<file path="config.mk">
export PLATFORM = sky130hd
export DESIGN_NAME = dcache
export DESIGN_NICKNAME = d
export VERILOG_FILES = /design/src/hdl/dcachePkg.sv /design/src/hdl/cacheArrayIf.sv /design/src/hdl/sram1rw.sv /design/src/hdl/dcacheMem.sv /design/src/hdl/dcacheCtrl.sv /design/src/hdl/dcache.sv
export VERILOG_INCLUDE_DIRS = /design/src /design/src/hdl
export SDC_FILE = /design/constraint.sdc
export NUM_CORES = 2
export LEC_CHECK = 0
export BUFFER_PORTS_ARGS = -buffer_cell sky130_fd_sc_hd__clkbuf_2
export CORE_UTILIZATION = 53
export CTS_CLUSTER_DIAMETER = 200
export DETAILED_ROUTE_END_ITERATION = 8
export HOLD_SLACK_MARGIN = 0.08
export PLACE_DENSITY = 0.7
export SYNTH_ARGS = -nofsm -noshare
export SYNTH_HDL_FRONTEND = slang
export SYNTH_SLANG_ARGS = --single-unit
</file>
<file path="constraint.sdc">
create_clock -name clk -period 7.35 [get_ports clk]
set_input_delay 0.3675 -clock clk [delete_from_list [all_inputs] [get_ports clk]]
set_output_delay 0.3675 -clock clk [all_outputs]
set_load 0.02 [all_outputs]
</file>
<file path="src/hdl/dcache_cfg.svh">
/* Geometry of the direct-mapped data cache.
   Included by the package and by every module that sizes a field from it. */

`ifndef DCACHE_CFG_SVH
`define DCACHE_CFG_SVH

// Width of one data word in bits
`define DCACHE_XLEN 32

// Number of lines in the single way
`define DCACHE_LINES 16

// Words held by one line
`define DCACHE_WORDS 4

// Tag width left over from a 32-bit byte address after offset and index
`define DCACHE_TAGLEN 24

`endif

</file>
<file path="src/hdl/dcachePkg.sv">
/* Data types shared by the cache controller, the cache way and the testbench.
   Referenced by scoped name only. */

`include "dcache_cfg.svh"

package dcachePkg;

  // One data word as seen by the CPU and stored in the data RAMs
  typedef logic [`DCACHE_XLEN-1:0] wordT;

  // Upper address bits kept per line
  typedef logic [`DCACHE_TAGLEN-1:0] tagT;

  // Selects one of the lines of the way
  typedef logic [$clog2(`DCACHE_LINES)-1:0] indexT;

  // Position of a word inside its line
  typedef logic [$clog2(`DCACHE_WORDS)-1:0] wordSelT;

  // A whole line with word 0 at the lowest address
  typedef wordT [`DCACHE_WORDS-1:0] blockT;

  // Operations a CPU request can ask for
  typedef enum logic [1:0] {
    opRead,
    opWrite,
    opFlush
  } cacheOpT;

endpackage

</file>
<file path="src/hdl/cacheArrayIf.sv">
/* Access path from the cache controller to the storage of the way.
   The controller uses modport ctrl and the way uses modport way. */

`timescale 1ns/1ps
`include "dcache_cfg.svh"

interface cacheArrayIf;

  // Read and data write index, plus the index for valid and dirty updates
  dcachePkg::indexT adr;
  dcachePkg::indexT wAdr;

  // Data write controls, one enable bit per word of the line
  logic writeEnable;
  logic [`DCACHE_WORDS-1:0] wordEnable;
  dcachePkg::blockT writeData;

  // Tag write controls
  logic tagWriteEnable;
  dcachePkg::tagT writeTag;

  // Status bit updates, only applied together with writeEnable
  logic setValid;
  logic clearValid;
  logic setDirty;
  logic clearDirty;

  // Registered read results for the line at adr
  dcachePkg::blockT readData;
  dcachePkg::tagT readTag;
  logic valid;
  logic dirty;

  modport ctrl (
    output adr, wAdr, writeEnable, wordEnable, writeData, tagWriteEnable, writeTag,
    output setValid, clearValid, setDirty, clearDirty,
    input readData, readTag, valid, dirty
  );

  modport way (
    input adr, wAdr, writeEnable, wordEnable, writeData, tagWriteEnable, writeTag,
    input setValid, clearValid, setDirty, clearDirty,
    output readData, readTag, valid, dirty
  );

endinterface

</file>
<file path="src/hdl/sram1rw.sv">
/* Single-port synchronous RAM with one cycle of read latency.
   The entry type is a parameter so data words and tags share this model. */

`timescale 1ns/1ps

module sram1rw #(
  parameter type entryT = logic [31:0],
  parameter int depth = 16
) (
  input  logic                     clk,
  input  logic [$clog2(depth)-1:0] adr,
  input  logic                     writeEnable,
  input  entryT                    writeData,
  output entryT                    readData
);

  // Storage array
  entryT mem [depth];

  // Write-first behaviour
  // A write shows its new value on the read port in the following cycle
  always_ff @(posedge clk) begin
    if (writeEnable) begin
      mem[adr] <= writeData;
      readData <= writeData;
    end else begin
      readData <= mem[adr];
    end
  end

endmodule

</file>
<file path="src/hdl/dcacheMem.sv">
/* Storage for the single way of the cache: data words, tags, valid and dirty bits.
   Every read is registered; status bits follow the same write-first rule as the RAMs. */

`timescale 1ns/1ps
`include "dcache_cfg.svh"

module dcacheMem (
  input logic clk,
  input logic reset,
  cacheArrayIf.way arr
);

  // One status bit per line
  logic [`DCACHE_LINES-1:0] validBits;
  logic [`DCACHE_LINES-1:0] dirtyBits;

  // Status vectors with this cycle's update already applied
  logic [`DCACHE_LINES-1:0] validNext;
  logic [`DCACHE_LINES-1:0] dirtyNext;

  ////////////////////////////////////////
  // Data and tag RAMs
  ////////////////////////////////////////

  // Each word of the line lives in its own RAM so single words can be written
  for (genvar w = 0; w < `DCACHE_WORDS; w++) begin : gWord
    sram1rw #(
      .entryT(dcachePkg::wordT),
      .depth(`DCACHE_LINES)
    ) dataRam (
      .clk(clk),
      .adr(arr.adr),
      .writeEnable(arr.writeEnable & arr.wordEnable[w]),
      .writeData(arr.writeData[w]),
      .readData(arr.readData[w])
    );
  end

  // Tag RAM shares the read index with the data RAMs
  sram1rw #(
    .entryT(dcachePkg::tagT),
    .depth(`DCACHE_LINES)
  ) tagRam (
    .clk(clk),
    .adr(arr.adr),
    .writeEnable(arr.tagWriteEnable),
    .writeData(arr.writeTag),
    .readData(arr.readTag)
  );

  ////////////////////////////////////////
  // Valid and dirty bits
  ////////////////////////////////////////

  // Set wins over clear when both are asked for
  always_comb begin
    validNext = validBits;
    dirtyNext = dirtyBits;
    if (arr.writeEnable) begin
      if (arr.setValid) begin
        validNext[arr.wAdr] = 1'b1;
      end else if (arr.clearValid) begin
        validNext[arr.wAdr] = 1'b0;
      end
      if (arr.setDirty) begin
        dirtyNext[arr.wAdr] = 1'b1;
      end else if (arr.clearDirty) begin
        dirtyNext[arr.wAdr] = 1'b0;
      end
    end
  end

  // Read ports take the updated vectors, so a fill is visible on the next lookup
  always_ff @(posedge clk or posedge reset) begin
    if (reset) begin
      validBits <= '0;
      dirtyBits <= '0;
      arr.valid <= 1'b0;
      arr.dirty <= 1'b0;
    end else begin
      validBits <= validNext;
      dirtyBits <= dirtyNext;
      arr.valid <= validNext[arr.adr];
      arr.dirty <= dirtyNext[arr.adr];
    end
  end

endmodule

</file>
<file path="src/hdl/dcacheCtrl.sv">
/* Controller of the write-back cache: tag lookup, victim write-back, line fill and flush.
   Takes one CPU request at a time and talks to the backing store in whole lines. */

`timescale 1ns/1ps
`include "dcache_cfg.svh"

module dcacheCtrl (
  input  logic                clk,
  input  logic                reset,
  // CPU side
  input  logic                reqValid,
  input  dcachePkg::cacheOpT  reqOp,
  input  logic [31:0]         reqAdr,
  input  dcachePkg::wordT     reqWData,
  output logic                reqReady,
  output logic                respValid,
  output dcachePkg::wordT     respData,
  // Memory side with addresses that count whole lines
  output logic                memReqValid,
  output logic                memWrite,
  output logic [$bits(dcachePkg::tagT)+$bits(dcachePkg::indexT)-1:0] memAdr,
  output dcachePkg::blockT    memWData,
  input  logic                memReqReady,
  input  logic                memRespValid,
  input  dcachePkg::blockT    memRData,
  // Way access
  cacheArrayIf.ctrl           arr
);

  // Field positions inside a byte address
  localparam int byteBits = $clog2(`DCACHE_XLEN / 8);
  localparam int selBits = $bits(dcachePkg::wordSelT);
  localparam int idxBits = $bits(dcachePkg::indexT);
  localparam int tagLsb = byteBits + selBits + idxBits;

  typedef enum logic [2:0] {
    stIdle,
    stLookup,
    stWriteBack,
    stFillReq,
    stFillWait
  } stateT;

  stateT state;
  stateT stateNext;

  // Accepted request that is held until its response
  dcachePkg::cacheOpT opQ;
  dcachePkg::tagT tagQ;
  dcachePkg::indexT indexQ;
  dcachePkg::wordSelT selQ;
  dcachePkg::wordT wDataQ;

  logic accept;
  logic hit;
  logic doResp;
  logic loadRead;

  assign reqReady = (state == stIdle);
  assign accept = reqValid & reqReady;

  // Tag and valid are compared the cycle after the read was issued
  assign hit = arr.valid & (arr.readTag == tagQ);

  // Read the line of an incoming request right away, otherwise stay on the latched line
  assign arr.adr = (state == stIdle) ? reqAdr[byteBits+selBits +: idxBits] : indexQ;
  assign arr.wAdr = indexQ;
  assign arr.writeTag = tagQ;

  ////////////////////////////////////////
  // Memory request
  ////////////////////////////////////////

  // A write-back sends the victim line under its stored tag
  assign memReqValid = (state == stWriteBack) | (state == stFillReq);
  assign memWrite = (state == stWriteBack);
  assign memAdr = (state == stWriteBack) ? {arr.readTag, indexQ} : {tagQ, indexQ};
  // The way keeps reading the same line, so the victim data holds still under back-pressure
  assign memWData = arr.readData;

  ////////////////////////////////////////
  // State machine
  ////////////////////////////////////////

  always_comb begin
    stateNext = state;
    doResp = 1'b0;
    loadRead = 1'b0;
    arr.writeEnable = 1'b0;
    arr.wordEnable = '0;
    arr.writeData = {`DCACHE_WORDS{wDataQ}};
    arr.tagWriteEnable = 1'b0;
    arr.setValid = 1'b0;
    arr.clearValid = 1'b0;
    arr.setDirty = 1'b0;
    arr.clearDirty = 1'b0;
    case (state)
      stIdle: begin
        if (reqValid) begin
          stateNext = stLookup;
        end
      end
      stLookup: begin
        if (opQ == dcachePkg::opFlush) begin
          if (hit && arr.dirty) begin
            stateNext = stWriteBack;
          end else begin
            // Clean match is dropped at once, no match only needs the acknowledge
            arr.writeEnable = hit;
            arr.clearValid = 1'b1;
            arr.clearDirty = 1'b1;
            doResp = 1'b1;
            stateNext = stIdle;
          end
        end else if (hit) begin
          if (opQ == dcachePkg::opWrite) begin
            arr.writeEnable = 1'b1;
            arr.wordEnable[selQ] = 1'b1;
            arr.setDirty = 1'b1;
          end else begin
            loadRead = 1'b1;
          end
          doResp = 1'b1;
          stateNext = stIdle;
        end else if (arr.valid && arr.dirty) begin
          stateNext = stWriteBack;
        end else begin
          stateNext = stFillReq;
        end
      end
      stWriteBack: begin
        // The write is complete at the handshake
        if (memReqReady) begin
          if (opQ == dcachePkg::opFlush) begin
            arr.writeEnable = 1'b1;
            arr.clearValid = 1'b1;
            arr.clearDirty = 1'b1;
            doResp = 1'b1;
            stateNext = stIdle;
          end else begin
            stateNext = stFillReq;
          end
        end
      end
      stFillReq: begin
        if (memReqReady) begin
          stateNext = stFillWait;
        end
      end
      stFillWait: begin
        // Whole line, tag and status land together, then the lookup is repeated
        if (memRespValid) begin
          arr.writeEnable = 1'b1;
          arr.wordEnable = '1;
          arr.writeData = memRData;
          arr.tagWriteEnable = 1'b1;
          arr.setValid = 1'b1;
          arr.clearDirty = 1'b1;
          stateNext = stLookup;
        end
      end
      default: stateNext = stIdle;
    endcase
  end

  always_ff @(posedge clk or posedge reset) begin
    if (reset) begin
      state <= stIdle;
      respValid <= 1'b0;
    end else begin
      state <= stateNext;
      respValid <= doResp;
    end
  end

  // Request fields split from the byte address on acceptance
  always_ff @(posedge clk) begin
    if (accept) begin
      opQ <= reqOp;
      tagQ <= reqAdr[tagLsb +: $bits(dcachePkg::tagT)];
      indexQ <= reqAdr[byteBits+selBits +: idxBits];
      selQ <= reqAdr[byteBits +: selBits];
      wDataQ <= reqWData;
    end
  end

  // Read data goes out with the response pulse
  always_ff @(posedge clk) begin
    if (loadRead) begin
      respData <= arr.readData[selQ];
    end
  end

endmodule

</file>
<file path="src/hdl/dcache.sv">
/* Top level of the data cache with plain CPU and memory ports.
   Joins the controller to the storage of its single way. */

`timescale 1ns/1ps

module dcache (
  input  logic                clk,
  input  logic                reset,
  // CPU side
  input  logic                reqValid,
  input  dcachePkg::cacheOpT  reqOp,
  input  logic [31:0]         reqAdr,
  input  dcachePkg::wordT     reqWData,
  output logic                reqReady,
  output logic                respValid,
  output dcachePkg::wordT     respData,
  // Memory side
  output logic                memReqValid,
  output logic                memWrite,
  output logic [$bits(dcachePkg::tagT)+$bits(dcachePkg::indexT)-1:0] memAdr,
  output dcachePkg::blockT    memWData,
  input  logic                memReqReady,
  input  logic                memRespValid,
  input  dcachePkg::blockT    memRData
);

  // Path between the controller and the way
  cacheArrayIf arr ();

  dcacheCtrl ctrl (
    .clk(clk),
    .reset(reset),
    .reqValid(reqValid),
    .reqOp(reqOp),
    .reqAdr(reqAdr),
    .reqWData(reqWData),
    .reqReady(reqReady),
    .respValid(respValid),
    .respData(respData),
    .memReqValid(memReqValid),
    .memWrite(memWrite),
    .memAdr(memAdr),
    .memWData(memWData),
    .memReqReady(memReqReady),
    .memRespValid(memRespValid),
    .memRData(memRData),
    .arr(arr.ctrl)
  );

  // Data, tag and status storage
  dcacheMem way (
    .clk(clk),
    .reset(reset),
    .arr(arr.way)
  );

endmodule

</file>
==> out/metrics.yaml <==
status: "finished, violations left"
failed_checks: "design-rule violations"
worst_clock_skew_ns: 0.0561
level_count_of_the_clock_h_tree: 5
timing.hold.worst.class: "in2reg"
fmaxAchievable_mhz: 162
rsz_0062_raised_after_global_routing: "no"
power.net_switching_mw: 14.3
cts_resized: 0
synth_flop_cell: "sky130_fd_sc_hd__edfxtp_1"
portBuffers: 388
tritoncts_num_sinks: 2570
via_per_inst: 6.48
mostFrequentLayoutCell: "sky130_fd_sc_hd__edfxtp_1"
min-delay-start: "memRData[40]"
post_synth_num_cell_types: 74
fp-row-count: 159
netlist_instances: 4617
crit_family: "buffers and inverters"
layout-area-overhead-vs-synth_pct: 15.2
worstSetupStartpointType: "flip-flop"
cellPowerDensity_nw_per_um2: 385
die_x_um: 437
p_clk_share_pct: 29.9
grt_pass1_wl_um: 384000
fin_tns_setup_ns: 0
gp_routability_congestion: 0.863
crit_path_top_delay_cell: "sky130_fd_sc_hd__dfxtp_4"
drive_gt1_share_pct: 31.8
detailedRoute.firstPassIterationCount: 8
critical_path.max_stage_delay_ns: 0.90
power.combinational.fraction_pct: 30.3
power.static_leakage_nw: 37.2
clk_latency_ns: 0.94
area.sequential_sq_um: 77000
worst-path-buf-inv: 4
antenna_found_initial: 25
worstPathCellList: "buf_4 -> buf_4 -> buf_4 -> mux4_2 -> mux4_2 -> clkbuf_2"
first_global_vias: 51004
largest_net_degree_at_the_start_of_global_routing: 166
routed_wl_um: 278000
grt_overflow: 0
timing.max_cap.violations: 0
fin_nets: 5459
final_critical_path_setup_slack_ns: 1.18
drv_slew: 0
chip_height_um: 437
floorplan.initialDensity_pct: 53.4
synth_seq_area_share_pct: 76.8
hold_viol_final: 0
synth-async-reset-ratio_pct: 1.48
setup_viol: 0
share_seq_of_total_power_pct: 39.7
synth_edf_count: 2528
clockRootBuffer: "sky130_fd_sc_hd__clkbuf_16"
synth.yosys.warnings: 0
syn-cell-area_sq_um: 100000
fillers: 12838
worstPathRequired_ns: 6.98
area_occupied_by_multi_input_gates_sq_um: 22900
worstMarginPinSlew_ns: 1.30
finalCriticalPeriod_ns: 6.17
critical_path.most_common_cell: "sky130_fd_sc_hd__buf_4"
most-common-layout-cells: "sky130_fd_sc_hd__edfxtp_1, sky130_fd_sc_hd__mux4_2, sky130_fd_sc_hd__nand2_1, sky130_fd_sc_hd__clkbuf_2, sky130_fd_sc_hd__clkbuf_16"
proportion_of_total_power_due_to_net_switching_pct: 32.3
critical_path.max_fanout: 45
postSynthRegisterBits: 2570
global_route.usage.total_pct: 29.2
floorplan.io_pins: 391
post_synth.cell_area_avg_sq_um: 21.7
post_cts_repair_timing_setup_buffer_count: 0
wl_per_cell_um: 34.9
placement.setup.worst_slack_ns: 1.56
drt_iter0_markers: 6965
synth.net_count: 4816
critical_path_arrival_ns: 5.80
ant_nets: 0
die_area_sq_um: 191000
max_slew_headroom_at_the_worst_pin_pct: 13.1
cts_made_buffers: 274
clock_slew_at_reported_path_ffs_ns: 0.06
core_region_area_sq_um: 188000
dp_hpwl_um: 162000
crit_path_end_kind: "output port"
detail_route.drc_violations: 90
internal_power_mw: 30.1
timing.setup.critical_path_class: "reg2out"
final_min_period_over_clock_period_pct: 84.0
routed-via-count: 51570
cts_tree: "built"
vdd_ir_drop_max_mv: 0.600
ctsLongestPathBuffers: 4
-- synthesized netlist by cell type, types with 20 or more instances --
cell type | instances | share of area, %
sky130_fd_sc_hd__mux4_2 | 725 | 16
sky130_fd_sc_hd__clkbuf_1 | 131 | 0.49
sky130_fd_sc_hd__nand3_1 | 29 | 0.14
sky130_fd_sc_hd__buf_2 | 28 | 0.14
sky130_fd_sc_hd__nor2b_1 | 24 | 0.15
sky130_fd_sc_hd__o22ai_1 | 23 | 0.14
sky130_fd_sc_hd__o21ai_0 | 75 | 0.37
sky130_fd_sc_hd__buf_1 | 61 | 0.23
sky130_fd_sc_hd__a31oi_1 | 20 | 0.12
sky130_fd_sc_hd__nand2_1 | 422 | 1.6
sky130_fd_sc_hd__nor2_1 | 127 | 0.48
sky130_fd_sc_hd__edfxtp_1 | 2528 | 76
sky130_fd_sc_hd__mux2i_1 | 80 | 0.80
sky130_fd_sc_hd__dfrtp_1 | 38 | 0.95
sky130_fd_sc_hd__a21oi_1 | 43 | 0.21
-- final timing paths --
check	to	slack, ns	depth (start not counted)
setup reg to reg	way.gWord[0].dataRam.mem[5][13]	1.54	12
min in group asynchronous	ctrl.respValid	0.15	4
hold / removal	way.gWord[1].dataRam.mem[13][8]	0.1	3
max in group asynchronous	way.validBits[10]	6.79	4
hold reg to reg	way.validBits[11]	0.48	2
setup / recovery	memWData[106]	1.18	6
-- stage by stage --
step | std cells | cell area (sq um) | util [%] | power [mW] | hold WS, ns
2_1_floorplan | 4617 | 100000 | - | 26.1 | 0.445
4_1_cts | 7940 | 115000 | 61.4 | 44.5 | 0.0804
6_report | 7955 | 115000 | 61.5 | 44.4 | 0.0988
3_3_place_gp | 7400 | 106000 | 56.5 | 31.2 | 0.470
5_1_grt | 7943 | 115000 | 61.4 | 45.6 | 0.147
3_5_place_dp | 7400 | 106000 | 56.5 | 31.4 | 0.472
-- power groups by stage --
stage / clock network, mW / registers (mW) / logic, mW
finish: 13.3 / 17.6 / 13.5
detailed placement: 0 / 17.9 / 13.4
floorplan: 0 / 17.6 / 8.45
global route: 13.9 / 17.7 / 14.0
global placement: 0 / 17.9 / 13.3
CTS: 13.4 / 17.6 / 13.5
-- state kept, by name, indices dropped and copies added (netlist names), 2 cells and up, named ones only --
| name | flops |
|---|---|
| way.gWord.dataRam.mem | 2048 |
| way.tagRam.mem | 384 |
| ctrl.respData | 32 |
| ctrl.wDataQ | 32 |
| ctrl.arr.writeTag | 24 |
| way.dirtyBits | 16 |
| way.validBits | 16 |
| ctrl.arr.wAdr | 4 |
| ctrl.state | 3 |
| ctrl.opQ | 2 |
| ctrl.selQ | 2 |
-- final cells by class --
class	instances	share of cell area, %
Multi-Input combinational cell	1786	19.8
Inverter	21	0.0748
Clock buffer	341	6.37
Antenna cell	15	0.0325
Timing Repair Buffer	607	3.36
Sequential cell	2570	66.7
Clock inverter	120	0.967
Tap cell	2495	2.70
-- routing by layer --
metal | track usage (%) | vias up | routed length [um]
met5 | 0 | - | 49
met4 | 17.1 | 8 | 18000
met3 | 6.62 | 567 | 26500
met2 | 45.5 | 2956 | 133000
met1 | 38.1 | 27432 | 100000
li1 | - | 20607 | -
-- cells by family after synthesis --
group           share of synthesized area, %
xor+xnor                               0.191
mux                                     17.3
flops                                   76.8
buf+inv                                 1.12
compound gates                          1.62
simple gates                            2.96
-- timing repair --
action,CTS,global route
setup endpoints to repair,0,0
endpoints found under the hold margin,212,0
hold buffers,79,0
-- worst min-delay path, stage by stage --
cell	delay, ns
sky130_fd_sc_hd__clkbuf_2	0.08
sky130_fd_sc_hd__nand2_1	0.04
sky130_fd_sc_hd__nand2_1	0.32
(Power assumes the default switching activity.)
